==> config.mk <==
export PLATFORM = sky130hd
export DESIGN_NAME = gpuFrontEnd
export DESIGN_NICKNAME = d
export VERILOG_FILES = /design/src/verilog/gpuPkg.sv /design/src/verilog/gpuIfs.sv /design/src/verilog/gpuCmdFifo.sv /design/src/verilog/gpuCmdDecoder.sv /design/src/verilog/gpuRegisters.sv /design/src/verilog/gpuVertexLoader.sv /design/src/verilog/gpuTriangleSorter.sv /design/src/verilog/gpuFrontEnd.sv
export SDC_FILE = /design/constraint.sdc
export NUM_CORES = 1
export LEC_CHECK = 0
export BUFFER_PORTS_ARGS = -buffer_cell sky130_fd_sc_hd__buf_4
export CORE_UTILIZATION = 45
export CTS_CLUSTER_DIAMETER = 60
export CTS_CLUSTER_SIZE = 10
export DETAILED_ROUTE_END_ITERATION = 16
export MAX_ROUTING_LAYER = met4
export PLACE_DENSITY = 0.61
export RECOVER_POWER = 50
export SYNTH_ARGS = -nofsm -noshare
export SYNTH_HDL_FRONTEND = slang
export SYNTH_SLANG_ARGS = --single-unit
==> constraint.sdc <==
create_clock -name clk -period 4.9 [get_ports clk]
set_clock_uncertainty 0.1 [all_clocks]
set_input_delay 0.98 -clock clk [delete_from_list [all_inputs] [get_ports clk]]
set_output_delay 0.98 -clock clk [all_outputs]
set_load 0.02 [all_outputs]
==> src/verilog/gpuPkg.sv <==
package gpuPkg;

	// ------------------------------------------------------------
	// Basic data types.
	// ------------------------------------------------------------
	typedef logic [31:0]        cmdWord_t;   // One GP0 or GP1 word.
	typedef logic signed [11:0] coord_t;     // 11-bit field plus 11-bit offset.
	typedef logic [8:0]         colorComp_t; // 0..100h after widening.

	typedef struct packed {
		coord_t     x;
		coord_t     y;
		colorComp_t r;
		colorComp_t g;
		colorComp_t b;
	} vertex_t;

	typedef enum logic [1:0] {IDLE, COMMAND, COLOR, VERTEX} parseState_t;

	// Low nibble of an Ex attribute command.
	typedef enum logic [3:0] {
		TEXPAGE = 4'd1,
		AREA_TL = 4'd3,
		AREA_BR = 4'd4,
		OFFSET  = 4'd5,
		MASK    = 4'd6
	} attribSel_t;

	// GP1 opcode, bits 29:24 of the control word.
	typedef enum logic [5:0] {
		RESET       = 6'h00,
		RESET_CMD   = 6'h01,
		DISP_ENABLE = 6'h03,
		DMA_DIR     = 6'h04,
		DISP_MODE   = 6'h08
	} gp1Op_t;

	// Primary opcodes. Bits 3:2 must be clear for untextured triangles.
	localparam logic [7:0] POLY_MASK    = 8'hFC;
	localparam logic [7:0] POLY_FLAT    = 8'h20;
	localparam logic [7:0] POLY_GOURAUD = 8'h30;
	localparam logic [7:0] ATTRIB_BASE  = 8'hE0;

	// ------------------------------------------------------------
	// Status word layout.
	// ------------------------------------------------------------
	localparam int STAT_DRAW_LSB     = 0;  // Draw mode, 11 bits.
	localparam int STAT_MASK_LSB     = 11; // Force mask, check mask.
	localparam int STAT_REVERSE      = 14;
	localparam int STAT_DISP_LSB     = 16; // Display mode, 7 bits.
	localparam int STAT_DISP_OFF     = 23;
	localparam int STAT_CMD_READY    = 26;
	localparam int STAT_DMA_READY    = 28;
	localparam int STAT_DMA_DIR_LSB  = 29;

	localparam logic       DISP_OFF_RESET = 1'b1;
	localparam logic [9:0] AREA_BR_RESET  = 10'd1023;

endpackage

==> src/verilog/gpuIfs.sv <==
`timescale 1ns/1ps

// Strobes from the parser to the vertex slots, one FIFO word each.
interface vertexLoadIf import gpuPkg::*; ();
	cmdWord_t   word;
	logic       loadColor;
	logic       loadAllColor; // Flat shading, color goes to every slot.
	logic       loadVertex;
	logic [1:0] slot;         // 0..2.
	logic       issue;        // Last vertex of the triangle.

	modport decoder (output word, loadColor, loadAllColor, loadVertex, slot, issue);
	modport loader  (input  word, loadColor, loadAllColor, loadVertex, slot, issue);
endinterface

interface triangleIf import gpuPkg::*; ();
	vertex_t v0, v1, v2; // Arrival order.
	logic    issue;

	modport loader (output v0, v1, v2, issue);
	modport sorter (input  v0, v1, v2, issue);
endinterface

==> src/verilog/gpuCmdFifo.sv <==
`timescale 1ns/1ps

module gpuCmdFifo import gpuPkg::*; #(
	parameter int FIFO_DEPTH_LOG2 = 4
) (
	input  logic     clk,
	input  logic     i_nrst,
	input  logic     flush,
	input  logic     write,
	input  cmdWord_t writeData,
	input  logic     read,
	output cmdWord_t readData,
	output logic     full,
	output logic     empty
);

	localparam int DEPTH = 2 ** FIFO_DEPTH_LOG2;

	cmdWord_t mem [DEPTH];
	logic [FIFO_DEPTH_LOG2:0] wrPtr; // Extra MSB tells full from empty.
	logic [FIFO_DEPTH_LOG2:0] rdPtr;
	logic doWrite;
	logic doRead;

	assign empty   = (wrPtr == rdPtr);
	assign full    = (wrPtr[FIFO_DEPTH_LOG2] != rdPtr[FIFO_DEPTH_LOG2]) &&
	                 (wrPtr[FIFO_DEPTH_LOG2-1:0] == rdPtr[FIFO_DEPTH_LOG2-1:0]);
	assign doWrite = write & ~full;
	assign doRead  = read & ~empty;

	always_ff @(posedge clk) begin
		if (!i_nrst || flush) begin // Flush drops everything in one cycle.
			wrPtr <= '0;
			rdPtr <= '0;
		end else begin
			if (doWrite) wrPtr <= wrPtr + 1'b1;
			if (doRead)  rdPtr <= rdPtr + 1'b1;
		end
	end

	always_ff @(posedge clk) begin
		if (doWrite) mem[wrPtr[FIFO_DEPTH_LOG2-1:0]] <= writeData;
		if (doRead)  readData <= mem[rdPtr[FIFO_DEPTH_LOG2-1:0]]; // Head valid next cycle.
	end

endmodule

==> src/verilog/gpuCmdDecoder.sv <==
`timescale 1ns/1ps

module gpuCmdDecoder import gpuPkg::*; (
	input  logic       clk,
	input  logic       i_nrst,
	input  logic       parserReset,
	input  logic       fifoEmpty,
	input  cmdWord_t   fifoData,
	output logic       fifoRead,
	output logic       attribLoad,
	output attribSel_t attribSel,
	output logic       parserIdle,
	vertexLoadIf.decoder vtx
);

	parseState_t state;
	parseState_t nextState;
	parseState_t afterCmd;
	logic        dataValid;  // fifoData holds a word read last cycle.
	logic [1:0]  vertexCnt;
	logic        gouraud;
	logic        isAttrib;
	logic        isPoly;

	assign fifoRead   = ~fifoEmpty & ~parserReset; // One word per cycle.
	assign parserIdle = (state == IDLE);
	assign attribSel  = attribSel_t'(fifoData[27:24]);
	assign afterCmd   = fifoRead ? COMMAND : IDLE; // Next word already on its way?

	// ------------------------------------------------------------
	// Command classification.
	// ------------------------------------------------------------
	assign isAttrib = (fifoData[31:28] == ATTRIB_BASE[7:4]) &&
	                  (attribSel inside {TEXPAGE, AREA_TL, AREA_BR, OFFSET, MASK});
	assign isPoly   = ((fifoData[31:24] & POLY_MASK) == POLY_FLAT) ||
	                  ((fifoData[31:24] & POLY_MASK) == POLY_GOURAUD);

	assign vtx.word = fifoData;

	always_comb begin
		nextState        = state;
		attribLoad       = 1'b0;
		vtx.loadColor    = 1'b0;
		vtx.loadAllColor = 1'b0;
		vtx.loadVertex   = 1'b0;
		vtx.slot         = vertexCnt;
		vtx.issue        = 1'b0;
		case (state)
			IDLE: begin
				if (fifoRead) nextState = COMMAND;
			end
			COMMAND: begin
				if (dataValid) begin
					nextState = afterCmd; // Attributes and no-ops take one word.
					if (isAttrib) begin
						attribLoad = 1'b1;
					end else if (isPoly) begin
						vtx.loadColor    = 1'b1; // Command carries first color.
						vtx.loadAllColor = ~fifoData[28];
						vtx.slot         = 2'd0;
						nextState        = VERTEX;
					end
				end
			end
			COLOR: begin
				if (dataValid) begin
					vtx.loadColor = 1'b1;
					nextState     = VERTEX;
				end
			end
			VERTEX: begin
				if (dataValid) begin
					vtx.loadVertex = 1'b1;
					if (vertexCnt == 2'd2) begin
						vtx.issue = 1'b1; // Triangle complete.
						nextState = afterCmd;
					end else begin
						nextState = gouraud ? COLOR : VERTEX;
					end
				end
			end
			default: nextState = IDLE;
		endcase
	end

	always_ff @(posedge clk) begin
		if (!i_nrst || parserReset) begin
			state     <= IDLE;
			dataValid <= 1'b0; // Word in flight is dropped with the FIFO.
			vertexCnt <= 2'd0;
			gouraud   <= 1'b0;
		end else begin
			state     <= nextState;
			dataValid <= fifoRead;
			if (state == COMMAND && dataValid && isPoly) begin
				vertexCnt <= 2'd0;
				gouraud   <= fifoData[28]; // Bit 4 of the opcode.
			end else if (vtx.loadVertex && vertexCnt != 2'd2) begin
				vertexCnt <= vertexCnt + 2'd1;
			end
		end
	end

endmodule

==> src/verilog/gpuRegisters.sv <==
`timescale 1ns/1ps

module gpuRegisters import gpuPkg::*; (
	input  logic              clk,
	input  logic              i_nrst,
	input  logic              cpuAddress,
	input  logic              gpuSel,
	input  logic              cpuWrite,
	input  cmdWord_t          cpuDataIn,
	input  logic              attribLoad,
	input  attribSel_t        attribSel,
	input  cmdWord_t          fifoData,
	input  logic              fifoFull,
	input  logic              fifoEmpty,
	input  logic              parserIdle,
	output logic              ack,
	output cmdWord_t          cpuDataOut,
	output logic              fifoWrite,
	output logic              fifoFlush,
	output logic              parserReset,
	output logic signed [10:0] offsetX,
	output logic signed [10:0] offsetY
);

	logic       gp1Write;
	gp1Op_t     gp1Op;
	logic       gpuReset;
	logic [10:0] drawMode; // E1 bits 10:0.
	logic [1:0] maskSet;   // E6.
	logic [9:0] areaX0, areaY0, areaX1, areaY1;
	logic       dispOff;
	logic [7:0] dispMode;
	logic [1:0] dmaDir;
	cmdWord_t   status;

	// ------------------------------------------------------------
	// CPU port decode.
	// ------------------------------------------------------------
	assign ack         = ~fifoFull;
	assign fifoWrite   = gpuSel & cpuWrite & ~cpuAddress & ~fifoFull; // GP0.
	assign gp1Write    = gpuSel & cpuWrite & cpuAddress;
	assign gp1Op       = gp1Op_t'(cpuDataIn[29:24]);
	assign gpuReset    = gp1Write && (gp1Op == RESET);
	assign parserReset = gp1Write && (gp1Op == RESET || gp1Op == RESET_CMD);
	assign fifoFlush   = parserReset;

	always_ff @(posedge clk) begin
		if (!i_nrst || gpuReset) begin
			drawMode <= '0;
			maskSet  <= '0;
			areaX0   <= '0;
			areaY0   <= '0;
			areaX1   <= AREA_BR_RESET; // Whole VRAM.
			areaY1   <= AREA_BR_RESET;
			offsetX  <= '0;
			offsetY  <= '0;
			dispOff  <= DISP_OFF_RESET;
			dispMode <= '0;
			dmaDir   <= '0;
		end else begin
			if (attribLoad) begin
				case (attribSel)
					TEXPAGE: drawMode <= fifoData[10:0];
					AREA_TL: {areaY0, areaX0} <= fifoData[19:0];
					AREA_BR: {areaY1, areaX1} <= fifoData[19:0];
					OFFSET:  {offsetY, offsetX} <= fifoData[21:0];
					MASK:    maskSet <= fifoData[1:0];
					default: ;
				endcase
			end
			if (gp1Write && gp1Op == DISP_ENABLE) dispOff  <= cpuDataIn[0];
			if (gp1Write && gp1Op == DMA_DIR)     dmaDir   <= cpuDataIn[1:0];
			if (gp1Write && gp1Op == DISP_MODE)   dispMode <= cpuDataIn[7:0];
		end
	end

	// ------------------------------------------------------------
	// Status word.
	// ------------------------------------------------------------
	always_comb begin
		status = '0;
		status[STAT_DRAW_LSB +: 11]  = drawMode;
		status[STAT_MASK_LSB +: 2]   = maskSet;
		status[STAT_REVERSE]         = dispMode[7];
		status[STAT_DISP_LSB +: 7]   = {dispMode[5:0], dispMode[6]}; // 368 mode at bit 16.
		status[STAT_DISP_OFF]        = dispOff;
		status[STAT_CMD_READY]       = fifoEmpty & parserIdle;
		status[STAT_DMA_READY]       = ~fifoFull;
		status[STAT_DMA_DIR_LSB +: 2] = dmaDir;
	end

	assign cpuDataOut = (gpuSel && cpuAddress) ? status : '0; // GPUREAD not modelled.

endmodule

==> src/verilog/gpuVertexLoader.sv <==
`timescale 1ns/1ps

module gpuVertexLoader import gpuPkg::*; (
	input  logic               clk,
	input  logic signed [10:0] offsetX,
	input  logic signed [10:0] offsetY,
	vertexLoadIf.loader        vtx,
	triangleIf.loader          triangle
);

	logic signed [10:0] rawX;
	logic signed [10:0] rawY;
	coord_t     posX;
	coord_t     posY;
	colorComp_t compR, compG, compB;
	vertex_t    slotQ [3];
	logic       issueQ;

	// Untextured rule, bit 7 is added back so FFh maps to 100h.
	function automatic colorComp_t widen(input logic [7:0] c);
		return {1'b0, c} + colorComp_t'(c[7]);
	endfunction

	assign rawX  = vtx.word[10:0];
	assign rawY  = vtx.word[26:16];
	assign posX  = rawX + offsetX; // Signed, one bit wider.
	assign posY  = rawY + offsetY;
	assign compR = widen(vtx.word[7:0]);
	assign compG = widen(vtx.word[15:8]);
	assign compB = widen(vtx.word[23:16]);

	always_ff @(posedge clk) begin
		for (int i = 0; i < 3; i++) begin
			if (vtx.loadVertex && vtx.slot == 2'(i)) begin
				slotQ[i].x <= posX;
				slotQ[i].y <= posY;
			end
			if (vtx.loadColor && (vtx.loadAllColor || vtx.slot == 2'(i))) begin
				slotQ[i].r <= compR;
				slotQ[i].g <= compG;
				slotQ[i].b <= compB;
			end
		end
		issueQ <= vtx.issue; // Slots settle together with this.
	end

	assign triangle.v0    = slotQ[0];
	assign triangle.v1    = slotQ[1];
	assign triangle.v2    = slotQ[2];
	assign triangle.issue = issueQ;

endmodule

==> src/verilog/gpuTriangleSorter.sv <==
`timescale 1ns/1ps

module gpuTriangleSorter import gpuPkg::*; (
	input  logic       clk,
	input  logic       i_nrst,
	triangleIf.sorter  triangle,
	output logic       primValid,
	output coord_t     primX0, primX1, primX2,
	output coord_t     primY0, primY1, primY2,
	output colorComp_t primR0, primR1, primR2,
	output colorComp_t primG0, primG1, primG2,
	output colorComp_t primB0, primB1, primB2
);

	vertex_t    vIn  [3];
	vertex_t    outV [3];
	logic       le01, le02, le12; // Less or equal keeps arrival order on ties.
	logic [1:0] topIdx;
	logic [1:0] midIdx;
	logic [1:0] botIdx;

	assign vIn[0] = triangle.v0;
	assign vIn[1] = triangle.v1;
	assign vIn[2] = triangle.v2;

	assign le01 = (vIn[0].y <= vIn[1].y);
	assign le02 = (vIn[0].y <= vIn[2].y);
	assign le12 = (vIn[1].y <= vIn[2].y);

	assign topIdx = (le01 && le02) ? 2'd0 :
	                (!le01 && le12) ? 2'd1 : 2'd2;
	assign botIdx = (le02 && le12) ? 2'd2 :
	                (le01 && !le12) ? 2'd1 : 2'd0;
	assign midIdx = topIdx ^ botIdx ^ 2'd3; // Indices sum to 0^1^2.

	always_ff @(posedge clk) begin
		if (!i_nrst) primValid <= 1'b0;
		else         primValid <= triangle.issue;
	end

	// Held until the next triangle is issued.
	always_ff @(posedge clk) begin
		if (triangle.issue) begin
			outV[0] <= vIn[topIdx];
			outV[1] <= vIn[midIdx];
			outV[2] <= vIn[botIdx];
		end
	end

	assign primX0 = outV[0].x;
	assign primY0 = outV[0].y;
	assign primR0 = outV[0].r;
	assign primG0 = outV[0].g;
	assign primB0 = outV[0].b;
	assign primX1 = outV[1].x;
	assign primY1 = outV[1].y;
	assign primR1 = outV[1].r;
	assign primG1 = outV[1].g;
	assign primB1 = outV[1].b;
	assign primX2 = outV[2].x;
	assign primY2 = outV[2].y;
	assign primR2 = outV[2].r;
	assign primG2 = outV[2].g;
	assign primB2 = outV[2].b;

endmodule

==> src/verilog/gpuFrontEnd.sv <==
`timescale 1ns/1ps

module gpuFrontEnd import gpuPkg::*; #(
	parameter int FIFO_DEPTH_LOG2 = 4
) (
	input  logic       clk,
	input  logic       i_nrst,
	input  logic       cpuAddress, // 0 is GP0, 1 is GP1 or status.
	input  logic       gpuSel,
	input  logic       cpuWrite,
	input  cmdWord_t   cpuDataIn,
	output logic       ack,
	output cmdWord_t   cpuDataOut,
	output logic       primValid,
	output coord_t     primX0, primX1, primX2,
	output coord_t     primY0, primY1, primY2,
	output colorComp_t primR0, primR1, primR2,
	output colorComp_t primG0, primG1, primG2,
	output colorComp_t primB0, primB1, primB2
);

	logic fifoWrite, fifoFlush, fifoRead, fifoFull, fifoEmpty;
	logic parserReset, parserIdle, attribLoad;
	cmdWord_t   fifoData;
	attribSel_t attribSel;
	logic signed [10:0] offsetX, offsetY;

	vertexLoadIf vtxBus ();
	triangleIf   triBus ();

	// ------------------------------------------------------------
	// Command path.
	// ------------------------------------------------------------
	gpuRegisters gpuRegisters_inst (.*);

	gpuCmdFifo #(.FIFO_DEPTH_LOG2(FIFO_DEPTH_LOG2)) gpuCmdFifo_inst (
		.clk(clk), .i_nrst(i_nrst), .flush(fifoFlush),
		.write(fifoWrite), .writeData(cpuDataIn),
		.read(fifoRead), .readData(fifoData),
		.full(fifoFull), .empty(fifoEmpty)
	);

	gpuCmdDecoder gpuCmdDecoder_inst (.*, .vtx(vtxBus.decoder));

	// Primitive path.
	gpuVertexLoader gpuVertexLoader_inst (
		.clk(clk), .offsetX(offsetX), .offsetY(offsetY),
		.vtx(vtxBus.loader), .triangle(triBus.loader)
	);

	gpuTriangleSorter gpuTriangleSorter_inst (.*, .triangle(triBus.sorter));

endmodule

== Yosys cells after proc, flatten, opt, wreduce, memory -nomap -nowiden ==
Memory sizes are Yosys's and may differ from the RTL's. A register that Yosys moved wholly into a read port is not among the register bits.
Index checks and enable logic that the tools add are counted.

* Memory bits (writable): 818
* Flip-flop bits (word level): 64
* Output and inout bits: 187
* Memories: 3
* Bits of input ports: 37

* Reductions and logical operators: 41
* Equality and inequality tests: 26
* Magnitude comparators: 6
* Muxes and demuxes: 58
* Bitwise operators: 18
* Add/sub/neg operators: 8

{| class="wikitable"
|+ Memories
! name !! words !! width !! rd ports !! clocked after Yosys merged registers in !! wr ports !! RTL line !! text
|-
| gpuCmdFifo_inst.mem || 16 || 32 || 1 || 1 || 1 || gpuCmdFifo.sv:19 || <nowiki>cmdWord_t mem [DEPTH];</nowiki>
|-
| gpuTriangleSorter_inst.outV || 3 || 51 || 3 || 0 || 3 || gpuTriangleSorter.sv:16 || <nowiki>vertex_t outV [3];</nowiki>
|-
| gpuVertexLoader_inst.slotQ || 3 || 51 || 3 || 0 || 3 || gpuVertexLoader.sv:16 || <nowiki>vertex_t slotQ [3];</nowiki>
|}

{| class="wikitable"
|+ Operators by type and width
! kind !! count
|-
| $bmux 51 s2 || 3
|-
| $mux 51 || 6
|-
| $le 12x12->1 || 3
|-
| $mux 1 || 32
|-
| $mux 31 || 1
|-
| $mux 2 || 14
|-
| $add 8x1->9 || 3
|-
| $add 11x11->12 || 2
|-
| $logic_and 1x1->1 || 21
|-
| $eq 6x4->1 const B || 3
|-
| $eq 4x3->1 const B || 3
|-
| $add 5x1->5 const B || 2
|-
| $ge 3x3->1 const B || 3
|-
| $not 2->3 || 3
|-
| $and 1x1->1 || 8
|-
| $eq 2x2->1 const B || 4
|-
| $ne 2x1->1 const B || 4
|-
| $pmux 2 s4 || 1
|-
| $reduce_and 2->1 || 4
|-
| $logic_or 1x1->1 || 7
|-
| $eq 6x1->1 const B || 1
|-
| $eq 6x2->1 const B || 1
|-
| $eq 6x3->1 const B || 1
|-
| $logic_not 6->1 || 1
|-
| 18 further kinds || 26
|}

== Longest topological paths before layout ==
Gate-level depths: netlist of the first run.
An unclocked memory read counts as a cell.

* Depth in word-level cells: 12
* Mapped depth: 14
* Gate-level depth less buffers: 11

== Modules after synthesis ==
A second synthesis of the first run with hierarchy kept.

* Cells, all modules: 2270
* Area total of the unflattened synthesis: 39080.0 µm²

{| class="wikitable"
|+ By module, submodules not included
! module !! instances !! cells an instance !! seq. area each (µm²) !! area each (µm²)
|-
| gpuCmdFifo || 1 || 840 || 16535.9 || 20941.3
|-
| gpuTriangleSorter || 1 || 743 || 4614.4 || 9298.9
|-
| gpuVertexLoader || 1 || 332 || 4614.4 || 5936.9
|-
| gpuRegisters || 1 || 266 || 920.9 || 2195.9
|-
| gpuCmdDecoder || 1 || 89 || 120.1 || 706.9
|}

== Least setup slack after synthesis of the first run ==
OpenSTA, ideal clock, no wires.

* Kind: input to register
* From: input port gpuSel
* To: memory gpuCmdFifo_inst.mem[3][0] (netlist bit) (enable)
* Data required time: 4.339 ns
* Setup time: 0.461 ns
* Arrival time: 4.292 ns
* Stages on the path: 5
* Slack: 0.047 ns
* Cells stage by stage: clkbuf_1 -> nand2_1 -> nor3_1 -> nand2_1 -> nor3_1

* Longest elaborated chain between the ends: 6

{| class="wikitable"
|+ RTL lines
! item !! RTL line !! text
|-
| from (decl) || gpuFrontEnd.sv:9 || <nowiki>input logic gpuSel,</nowiki>
|-
| $and 1x1->1 (3 in a row) || gpuRegisters.sv:40 || <nowiki>assign fifoWrite = gpuSel & cpuWrite & ~cpuAddress & ~fifoFull;</nowiki>
|-
| $and 1x1->1 || gpuCmdFifo.sv:28 || <nowiki>assign doWrite = write & ~full;</nowiki>
|-
| $mux 1 || gpuCmdFifo.sv:42 || <nowiki>if (doWrite) mem[wrPtr[FIFO_DEPTH_LOG2-1:0]] <= writeData;</nowiki>
|-
| $mux 1 (not written as such) || gpuCmdFifo.sv:42 ||
|-
| to (decl) || gpuCmdFifo.sv:19 ||
|}

No other way between the ends.

==> results of run 1 <==
[layer usage]
metal | vias to the layer above | track usage [%]
li1 | 9131 | -
met3 | 152 | 2.95
met5 | - | -
met4 | 0 | 6.03
met1 | 10600 | 28.3
met2 | 601 | 35.9
[synth_stat cells (7+ instances only)]
cell / instances / area (µm²)
clkbuf_1: 73 / 274
ha_1: 77 / 963
mux4_2: 160 / 3600
xor2_1: 14 / 123
buf_4: 11 / 82.6
o2bb2ai_1: 50 / 438
nand4_1: 12 / 75.1
inv_1: 54 / 203
a21oi_1: 44 / 220
nand2_1: 75 / 282
buf_2: 7 / 35.0
edfxtp_1: 850 / 25500
and4_1: 7 / 61.3
buf_1: 19 / 71.3
nand3_1: 15 / 75.1
mux2i_1: 280 / 2800
a21o_1: 9 / 67.6
nor2_1: 82 / 308
nor3_1: 21 / 105
nor2b_1: 7 / 43.8
nand2b_1: 106 / 663
dfxtp_1: 64 / 1280
o21ai_0: 16 / 80.1
xnor2_1: 31 / 272
or3_1: 8 / 50.1
and3_1: 29 / 181
[metrics by stage]
stage | cells | utilization (%) | worst slack, ns
6_report | 3640 | 52.4 | 0.837
5_1_grt | 3639 | 52.4 | 0.677
4_1_cts | 3636 | 53.2 | 0.831
3_5_place_dp | 3472 | 49.6 | 0.845
3_3_place_gp | 3472 | 49.6 | 0.979
2_1_floorplan | 2189 | - | 0.0467
[critical path: stages, from the launching register on]
cell and delay (ns):
edfxtp_1 0.41, inv_1 0.08, ha_1 0.32, and3_1 0.22, a221o_1 0.37, a221o_1 0.38
o21ba_1 0.23, nor2_1 0.39, ha_4 0.45, buf_4 0.44, mux2i_1 0.26, mux2i_1 0.09
[power by group through the flow]
stage | clock [mW] | combinational, mW | sequential (mW)
2_1_floorplan | 0 | 2.02 | 9.32
3_3_place_gp | 0 | 2.77 | 9.58
3_5_place_dp | 0 | 2.83 | 9.59
4_1_cts | 7.12 | 2.84 | 9.43
5_1_grt | 7.41 | 3.00 | 9.45
6_report | 6.97 | 2.78 | 9.43
[worst paths after layout]
kind              cells after the start  slack (ns)                                            to
setup / recovery                     11        0.84  gpuTriangleSorter_inst.outV[0][54]$_DFFE_PP_
hold reg to reg                       2        0.36     gpuRegisters_inst.offsetX[0]$_SDFFE_PP0P_
setup reg to reg                     11        0.84  gpuTriangleSorter_inst.outV[0][54]$_DFFE_PP_
hold / removal                        2        0.36     gpuRegisters_inst.offsetX[0]$_SDFFE_PP0P_
[registers in the layout (all words and copies together), names as in the netlist]
signal	flops
gpuCmdDecoder_inst.dataValid	1
gpuCmdDecoder_inst.gouraud	1
gpuCmdDecoder_inst.state	2
gpuCmdDecoder_inst.vertexCnt	2
gpuCmdFifo_inst.mem	512
gpuCmdFifo_inst.rdPtr	5
gpuCmdFifo_inst.readData	32
gpuCmdFifo_inst.wrPtr	5
gpuRegisters_inst.dispMode	8
gpuRegisters_inst.dispOff	1
gpuRegisters_inst.dmaDir	2
gpuRegisters_inst.drawMode	11
gpuRegisters_inst.maskSet	2
gpuRegisters_inst.offsetX	11
gpuRegisters_inst.offsetY	11
gpuTriangleSorter_inst.outV	153
gpuTriangleSorter_inst.primValid	1
gpuVertexLoader_inst.slotQ	153
gpuVertexLoader_inst.triangle.issue	1
[logic make-up after synthesis]
group | count (synthesis) | synth area share, %
flops | 914 | 69.6
fa+ha+maj | 79 | 2.61
compound gates | 152 | 2.82
mux | 442 | 16.8
xor+xnor | 45 | 1.02
buf+inv | 169 | 1.99
other cells | 1 | 0.00974
simple gates | 382 | 5.18
[cell usage in the layout (no fill, tap or decap), drive strengths merged, types with 7 or more instances in the layout]
cell type    n
nor3        22
dfxtp       64
xnor2       31
nor2        82
nand3       15
inv         59
and4         7
a21oi       44
o21ai       17
and3        29
mux4       160
nand4       12
clkbuf     332
nor2b        7
nand2       75
edfxtp     850
buf         84
a21o         9
mux2i      282
ha          77
xor2        14
or3          8
nand2b     106
o2bb2ai     50
[cell type report]
type	instances	area (µm²)	share of cell area, %
clock buffers	152	2870	6.50
inverters	54	203	0.460
diodes	4	10.0	0.0227
clock inverters	12	128	0.289
flip-flops and latches	914	26800	60.8
well taps	1134	1420	3.22
multi-input cells	1106	11100	25.3
repair buffers	264	1510	3.42
==> results.sh, run 1 <==
export IMPL_internal_power_mw=14.3
export IMPL_die_area_um2=86700
export IMPL_drv_cap=3
export IMPL_dr_total_vias=20500
export IMPL_critical_path_endpoint_type="register"
export IMPL_top_layer="met4"
export IMPL_drt_iter0_markers=1509
export IMPL_portBuffers=217
export IMPL_fillCellCount=6821
export IMPL_crit_start="gpuVertexLoader_inst.slotQ[2][34]$_DFFE_PP_"
export IMPL_gr_total_overflow=0
export IMPL_synthArstFlopShare_pct=0
export IMPL_fin_nets=2561
export IMPL_hpwl_mm=56.0
export IMPL_clkSinkCount=914
export IMPL_p_seq_share_pct=49.1
export IMPL_fin_area_um2=44100
export IMPL_combPwrFrac_pct=14.5
export IMPL_grt_pass1_wl_mm=136
export IMPL_wl_per_cell_um=24.8
export IMPL_rows=106
export IMPL_gp_congestion=0.849
export IMPL_clk_latency_ns=0.66
export IMPL_pwr_share_clk_pct=36.4
export IMPL_drc_errors=0
export IMPL_min_period_ns=4.06
export IMPL_synth_seq_cells=914
export IMPL_yosysWarnings=0
export IMPL_timing_rr_start="gpuVertexLoader_inst.slotQ[2][34]$_DFFE_PP_"
export IMPL_grt_use_total_pct=21.8
export IMPL_crit_path_max_fanout=29
export IMPL_wl_met2_mm=45.1
export IMPL_worstHoldPathType="register to register"
export IMPL_syn_to_final_growth_pct=14.5
export IMPL_die_h_um=295
export IMPL_route_met3_wl_mm=4.93
export IMPL_p_leak_nw=14.6
export IMPL_totalNegativeSetupSlack_ns=0
export IMPL_power_mw=19.2
export IMPL_synth_ff_type="edfxtp_1"
export IMPL_ioPinCount=224
export IMPL_relSlewSlack_pct=-113
export IMPL_synth_edff_count=850
export IMPL_die_w_um=295
export IMPL_netlist_instances=2184
export IMPL_cp_data_arrival_time_ns=4.35
export IMPL_switching_share_pct=25.4
export IMPL_power_density_nw_per_um2=435
export IMPL_slew_viol_final=116
export IMPL_critPathRequiredTime_ns=5.19
export IMPL_yosysUniqueCellTypes=58
export IMPL_synth_area_um2=38500
export IMPL_cp_start_kind="register"
export IMPL_hp_start="gpuRegisters_inst.offsetX[0]$_SDFFE_PP0P_"
export IMPL_cts_buffers_inserted=105
export IMPL_period_share_pct=82.9
export IMPL_avgViaCountPerCell=5.64
export IMPL_switchingPower_mw=4.88
export IMPL_setup_violations=0
export IMPL_wl_met1_mm=38.2
export IMPL_core_um2=84200
export IMPL_whs_ns=0.362
export IMPL_yosysSeqAreaShare_pct=69.6
export IMPL_syn_avg_cell_area_um2=17.6
export IMPL_ir_drop_mv=0.397
export IMPL_cts_max_path_buffers=3
export IMPL_initial_utilization_pct=45.7
export IMPL_grt_antenna_before_repair=6
export IMPL_crit_type="register to register"
export IMPL_routed_wl_mm=90.4
export IMPL_drive_gt1_share_pct=16.0
export IMPL_post_cts_buffers=0
export IMPL_violations="max-capacitance violations, max-slew violations"
export IMPL_cts_tree="built"
export IMPL_placed_area_um2=41800
export IMPL_clock_fmax_ghz=0.246
export IMPL_h_tree_depth=3
export IMPL_finalHoldViolations=0
export IMPL_drt_antenna_violating_nets=0
export IMPL_drt_pass1_iterations=5
export IMPL_status="finished with violations"
export IMPL_postCtsHoldBufs=0
export IMPL_rsz0062_at_grt="false"
export IMPL_worst_pin_slew_ns=3.19
export IMPL_ctsResizeCount=0
export IMPL_grt_max_degree=84
export IMPL_grt_pass1_vias=21200
export IMPL_cts_clk_slew_worst_paths_ns=0.06
export IMPL_ctsRootBufferMaster="clkbuf_16"
Note: power is estimated with default switching activity, not from simulation.
==> run 2: changes to the inputs <==
Settings changed: ABC_AREA from default to 1.
Clock period 4.9 ns to 3.6 ns, I/O delays scaled along.
==> run 2 against run 1 <==
- the flow now finishes without violations
- sequential power is 36% higher
- worst setup slack worse by 0.47 ns
- combinational power increased by 69%
- clock power increased by 35%
- wire length grew 11%
- critical path depth is 4 higher
- critical path type unchanged
- largest cell class unchanged
==> results.sh, run 2 <==
export IMPL_status="finished, final reports clean"
export IMPL_worst_pin_slew_ns=1.47
export IMPL_synth_edff_count=850
export IMPL_yosysTopAreaCell="edfxtp_1"
export IMPL_crit_start="gpuVertexLoader_inst.slotQ[1][38]$_DFFE_PP_"
export IMPL_period_share_pct=89.9
export IMPL_synth_area_um2=39800
export IMPL_gp_congestion=0.857
export IMPL_relSlewSlack_pct=1.94
export IMPL_final_common_cell="edfxtp_1"
export IMPL_cp_start_kind="register"
export IMPL_regArea_um2=26800
export IMPL_pwr_share_clk_pct=35.1
export IMPL_yosysUniqueCellTypes=46
export IMPL_p_leak_nw=16.1
export IMPL_largest_register_ffs=512
export IMPL_drt_pass1_iterations=7
export IMPL_drv_cap=0
export IMPL_combPwrFrac_pct=17.4
export IMPL_rows=108
export IMPL_yosysMostFrequentCell="edfxtp_1"
export IMPL_fin_nets=3778
export IMPL_ioPinCount=224
export IMPL_r2r_end="gpuTriangleSorter_inst.outV[0][44]$_DFFE_PP_"
export IMPL_routed_wl_mm=101
export IMPL_grt_max_degree=147
export IMPL_syn_avg_cell_area_um2=11.5
export IMPL_dp_cells=4711
export IMPL_crit_path_max_fanout=12
export IMPL_fillCellCount=7681
export IMPL_grt_pass1_wl_mm=151
export IMPL_power_density_nw_per_um2=593
export IMPL_clk_latency_ns=0.67
export IMPL_cts_buffers_inserted=104
export IMPL_h_tree_depth=3
export IMPL_path_buf_inv=4
export IMPL_netlist_instances=3450
export IMPL_cts_tree="built"
export IMPL_slowest_delay_ns=0.49
export IMPL_postCtsHoldBufs=0
export IMPL_ctsResizeCount=0
export IMPL_grt_pass1_vias=24700
export IMPL_dr_total_vias=26300
export IMPL_drc_errors=0
export IMPL_switching_share_pct=28.9
export IMPL_hpwl_mm=62.8
export IMPL_critical_path_cell_chain="inv_1, ha_1, nand2_1, nor2_1, nand2_1, clkinv_1, nand2_1, nand4_1, nand2_1, nor2_4, ha_4, clkinv_1, buf_4, nand2_1, o21ai_1"
export IMPL_crit_cells=15
export IMPL_cts_clk_slew_worst_paths_ns=0.06
export IMPL_crit_end="gpuTriangleSorter_inst.outV[0][44]$_DFFE_PP_"
export IMPL_critPathRequiredTime_ns=3.87
export IMPL_synth_area_leaders="edfxtp_1, nand2_1, o21ai_0"
export IMPL_gr_total_overflow=0
export IMPL_crit_type="register to register"
export IMPL_post_cts_buffers=0
export IMPL_slew_viol_final=0
export IMPL_multi_input_area_um2=11300
export IMPL_synth_ff_type="edfxtp_1"
export IMPL_critical_path_top_delay_family="buffers and inverters"
export IMPL_clock_fmax_ghz=0.309
export IMPL_critical_path_endpoint_type="register"
export IMPL_reg2reg_depth=15
export IMPL_clkSinkCount=914
export IMPL_avgViaCountPerCell=5.39
export IMPL_timing_rr_start="gpuVertexLoader_inst.slotQ[1][38]$_DFFE_PP_"
export IMPL_die_w_um=299
export IMPL_setup_violations=0
export IMPL_instances_no_fill=4884
export IMPL_drive_gt1_share_pct=8.62
export IMPL_grt_use_total_pct=23.0
export IMPL_die_area_um2=89500
export IMPL_die_h_um=299
export IMPL_drt_iter0_markers=2116
export IMPL_layout_common_cells="edfxtp_1, nand2_1, nor2_1, o21ai_0, clkbuf_1"
export IMPL_internal_power_mw=19.1
export IMPL_grt_antenna_before_repair=7
export IMPL_ir_drop_mv=0.427
export IMPL_worstHoldPathType="input pin to register"
export IMPL_hp_start="i_nrst"
export IMPL_yosysWarnings=0
export IMPL_switchingPower_mw=7.76
export IMPL_core_um2=87200
export IMPL_p_seq_share_pct=47.5
export IMPL_syn_to_final_growth_pct=14.0
export IMPL_yosysSeqAreaShare_pct=67.4
export IMPL_initial_utilization_pct=45.6
export IMPL_synth_top_area_share_pct=64.2
export IMPL_drt_antenna_violating_nets=0
export IMPL_totalNegativeSetupSlack_ns=0
export IMPL_cp_common_cell="nand2_1"
export IMPL_cp_data_arrival_time_ns=3.50
export IMPL_finalHoldViolations=0
export IMPL_synth_top_cells_by_count="edfxtp_1, nand2_1, nor2_1, o21ai_0, inv_1"
export IMPL_reg2reg_setup_slack_ns=0.36
export IMPL_ctsRootBufferMaster="clkbuf_16"
export IMPL_min_period_ns=3.24
export IMPL_portBuffers=217
export IMPL_cts_max_path_buffers=3
export IMPL_crit_slowest_cell="clkinv_1"
export IMPL_wl_per_cell_um=20.6
export IMPL_rsz0062_at_grt="false"
export IMPL_synth_seq_cells=914
export IMPL_synthArstFlopShare_pct=0
## run 2: cell count changes after synthesis, moves of 50 or more
cell,change
nand2_1,+513
nor2_1,+374
o21ai_0,+342
mux2i_1,-228
inv_1,+176
mux4_2,-160
nand3_1,+132
nand2b_1,-106
o32ai_1,+77
clkbuf_1,+60
o21ai_1,+57
nand3_2,+51
o221ai_1,+51
o2bb2ai_1,-50
## run 2: power groups by stage
stage          registers [mW]  clock network (mW)  logic [mW]
6_report                 12.8                9.42        4.69
5_1_grt                  12.8                9.98        5.16
4_1_cts                  12.8                9.59        4.71
3_5_place_dp             13.0                   0        4.69
3_3_place_gp             13.0                   0        4.66
2_1_floorplan            12.7                   0        3.14
## run 2: cells by family after synthesis
kind of cell | count (synthesis) | synth area share [%]
buf+inv | 439 | 4.68
xor+xnor | 40 | 0.881
fa+ha+maj | 79 | 2.52
mux | 52 | 1.31
flops | 914 | 67.4
compound gates | 641 | 9.44
other cells | 1 | 0.00943
simple gates | 1284 | 13.7
## run 2: how the worst min path moves through the flow
| stage | cells after the start | endpoint | slack, ns |
|---|---|---|---|
| floorplan | 2 | gpuRegisters_inst.maskSet[1]$_SDFFE_PP0P_ | 0.33 |
| global placement | 2 | gpuRegisters_inst.maskSet[1]$_SDFFE_PP0P_ | 0.35 |
| detailed placement | 2 | gpuRegisters_inst.maskSet[1]$_SDFFE_PP0P_ | 0.35 |
| CTS | 3 | gpuTriangleSorter_inst.primValid$_SDFF_PN0_ | 0.20 |
| global route | 3 | gpuTriangleSorter_inst.primValid$_SDFF_PN0_ | 0.22 |
| finish | 3 | gpuTriangleSorter_inst.primValid$_SDFF_PN0_ | 0.22 |
## run 2: stage by stage
| step | power (mW) | instance area [µm²] | hold WS (ns) | setup WS (ns) | utilization [%] |
|---|---|---|---|---|---|
| floorplan | 15.8 | 39800 | 0.330 | 0.349 | - |
| global placement | 17.6 | 43100 | 0.347 | 0.505 | 49.4 |
| detailed placement | 17.7 | 43100 | 0.352 | 0.449 | 49.4 |
| CTS | 27.1 | 46100 | 0.197 | 0.408 | 52.9 |
| global route | 27.9 | 45300 | 0.219 | 0.164 | 52.0 |
| finish | 26.9 | 45300 | 0.224 | 0.365 | 52.0 |
## run 2: final cells by class
cell class	count	share of cell area (%)
Antenna cell	5	0.0276
Clock buffer	155	6.28
Clock inverter	13	0.265
Inverter	235	1.96
Multi-Input combinational cell	2102	24.9
Sequential cell	914	59.2
Tap cell	1155	3.19
Timing Repair Buffer	305	4.25
## run 2: tightest hold or removal path: stages
cell and delay, ns:
buf_4 0.13, nand2_1 0.06, inv_1 0.04
## run 2: metal layers
metal  part of all wire (%)  vias up  global-route usage, %
met1                     43    12700                   29.8
li1                       -    12600                      -
met3                    6.4      174                   4.41
met2                     47      793                   36.6
met5                      0        -                      -
met4                    2.8        0                   7.13
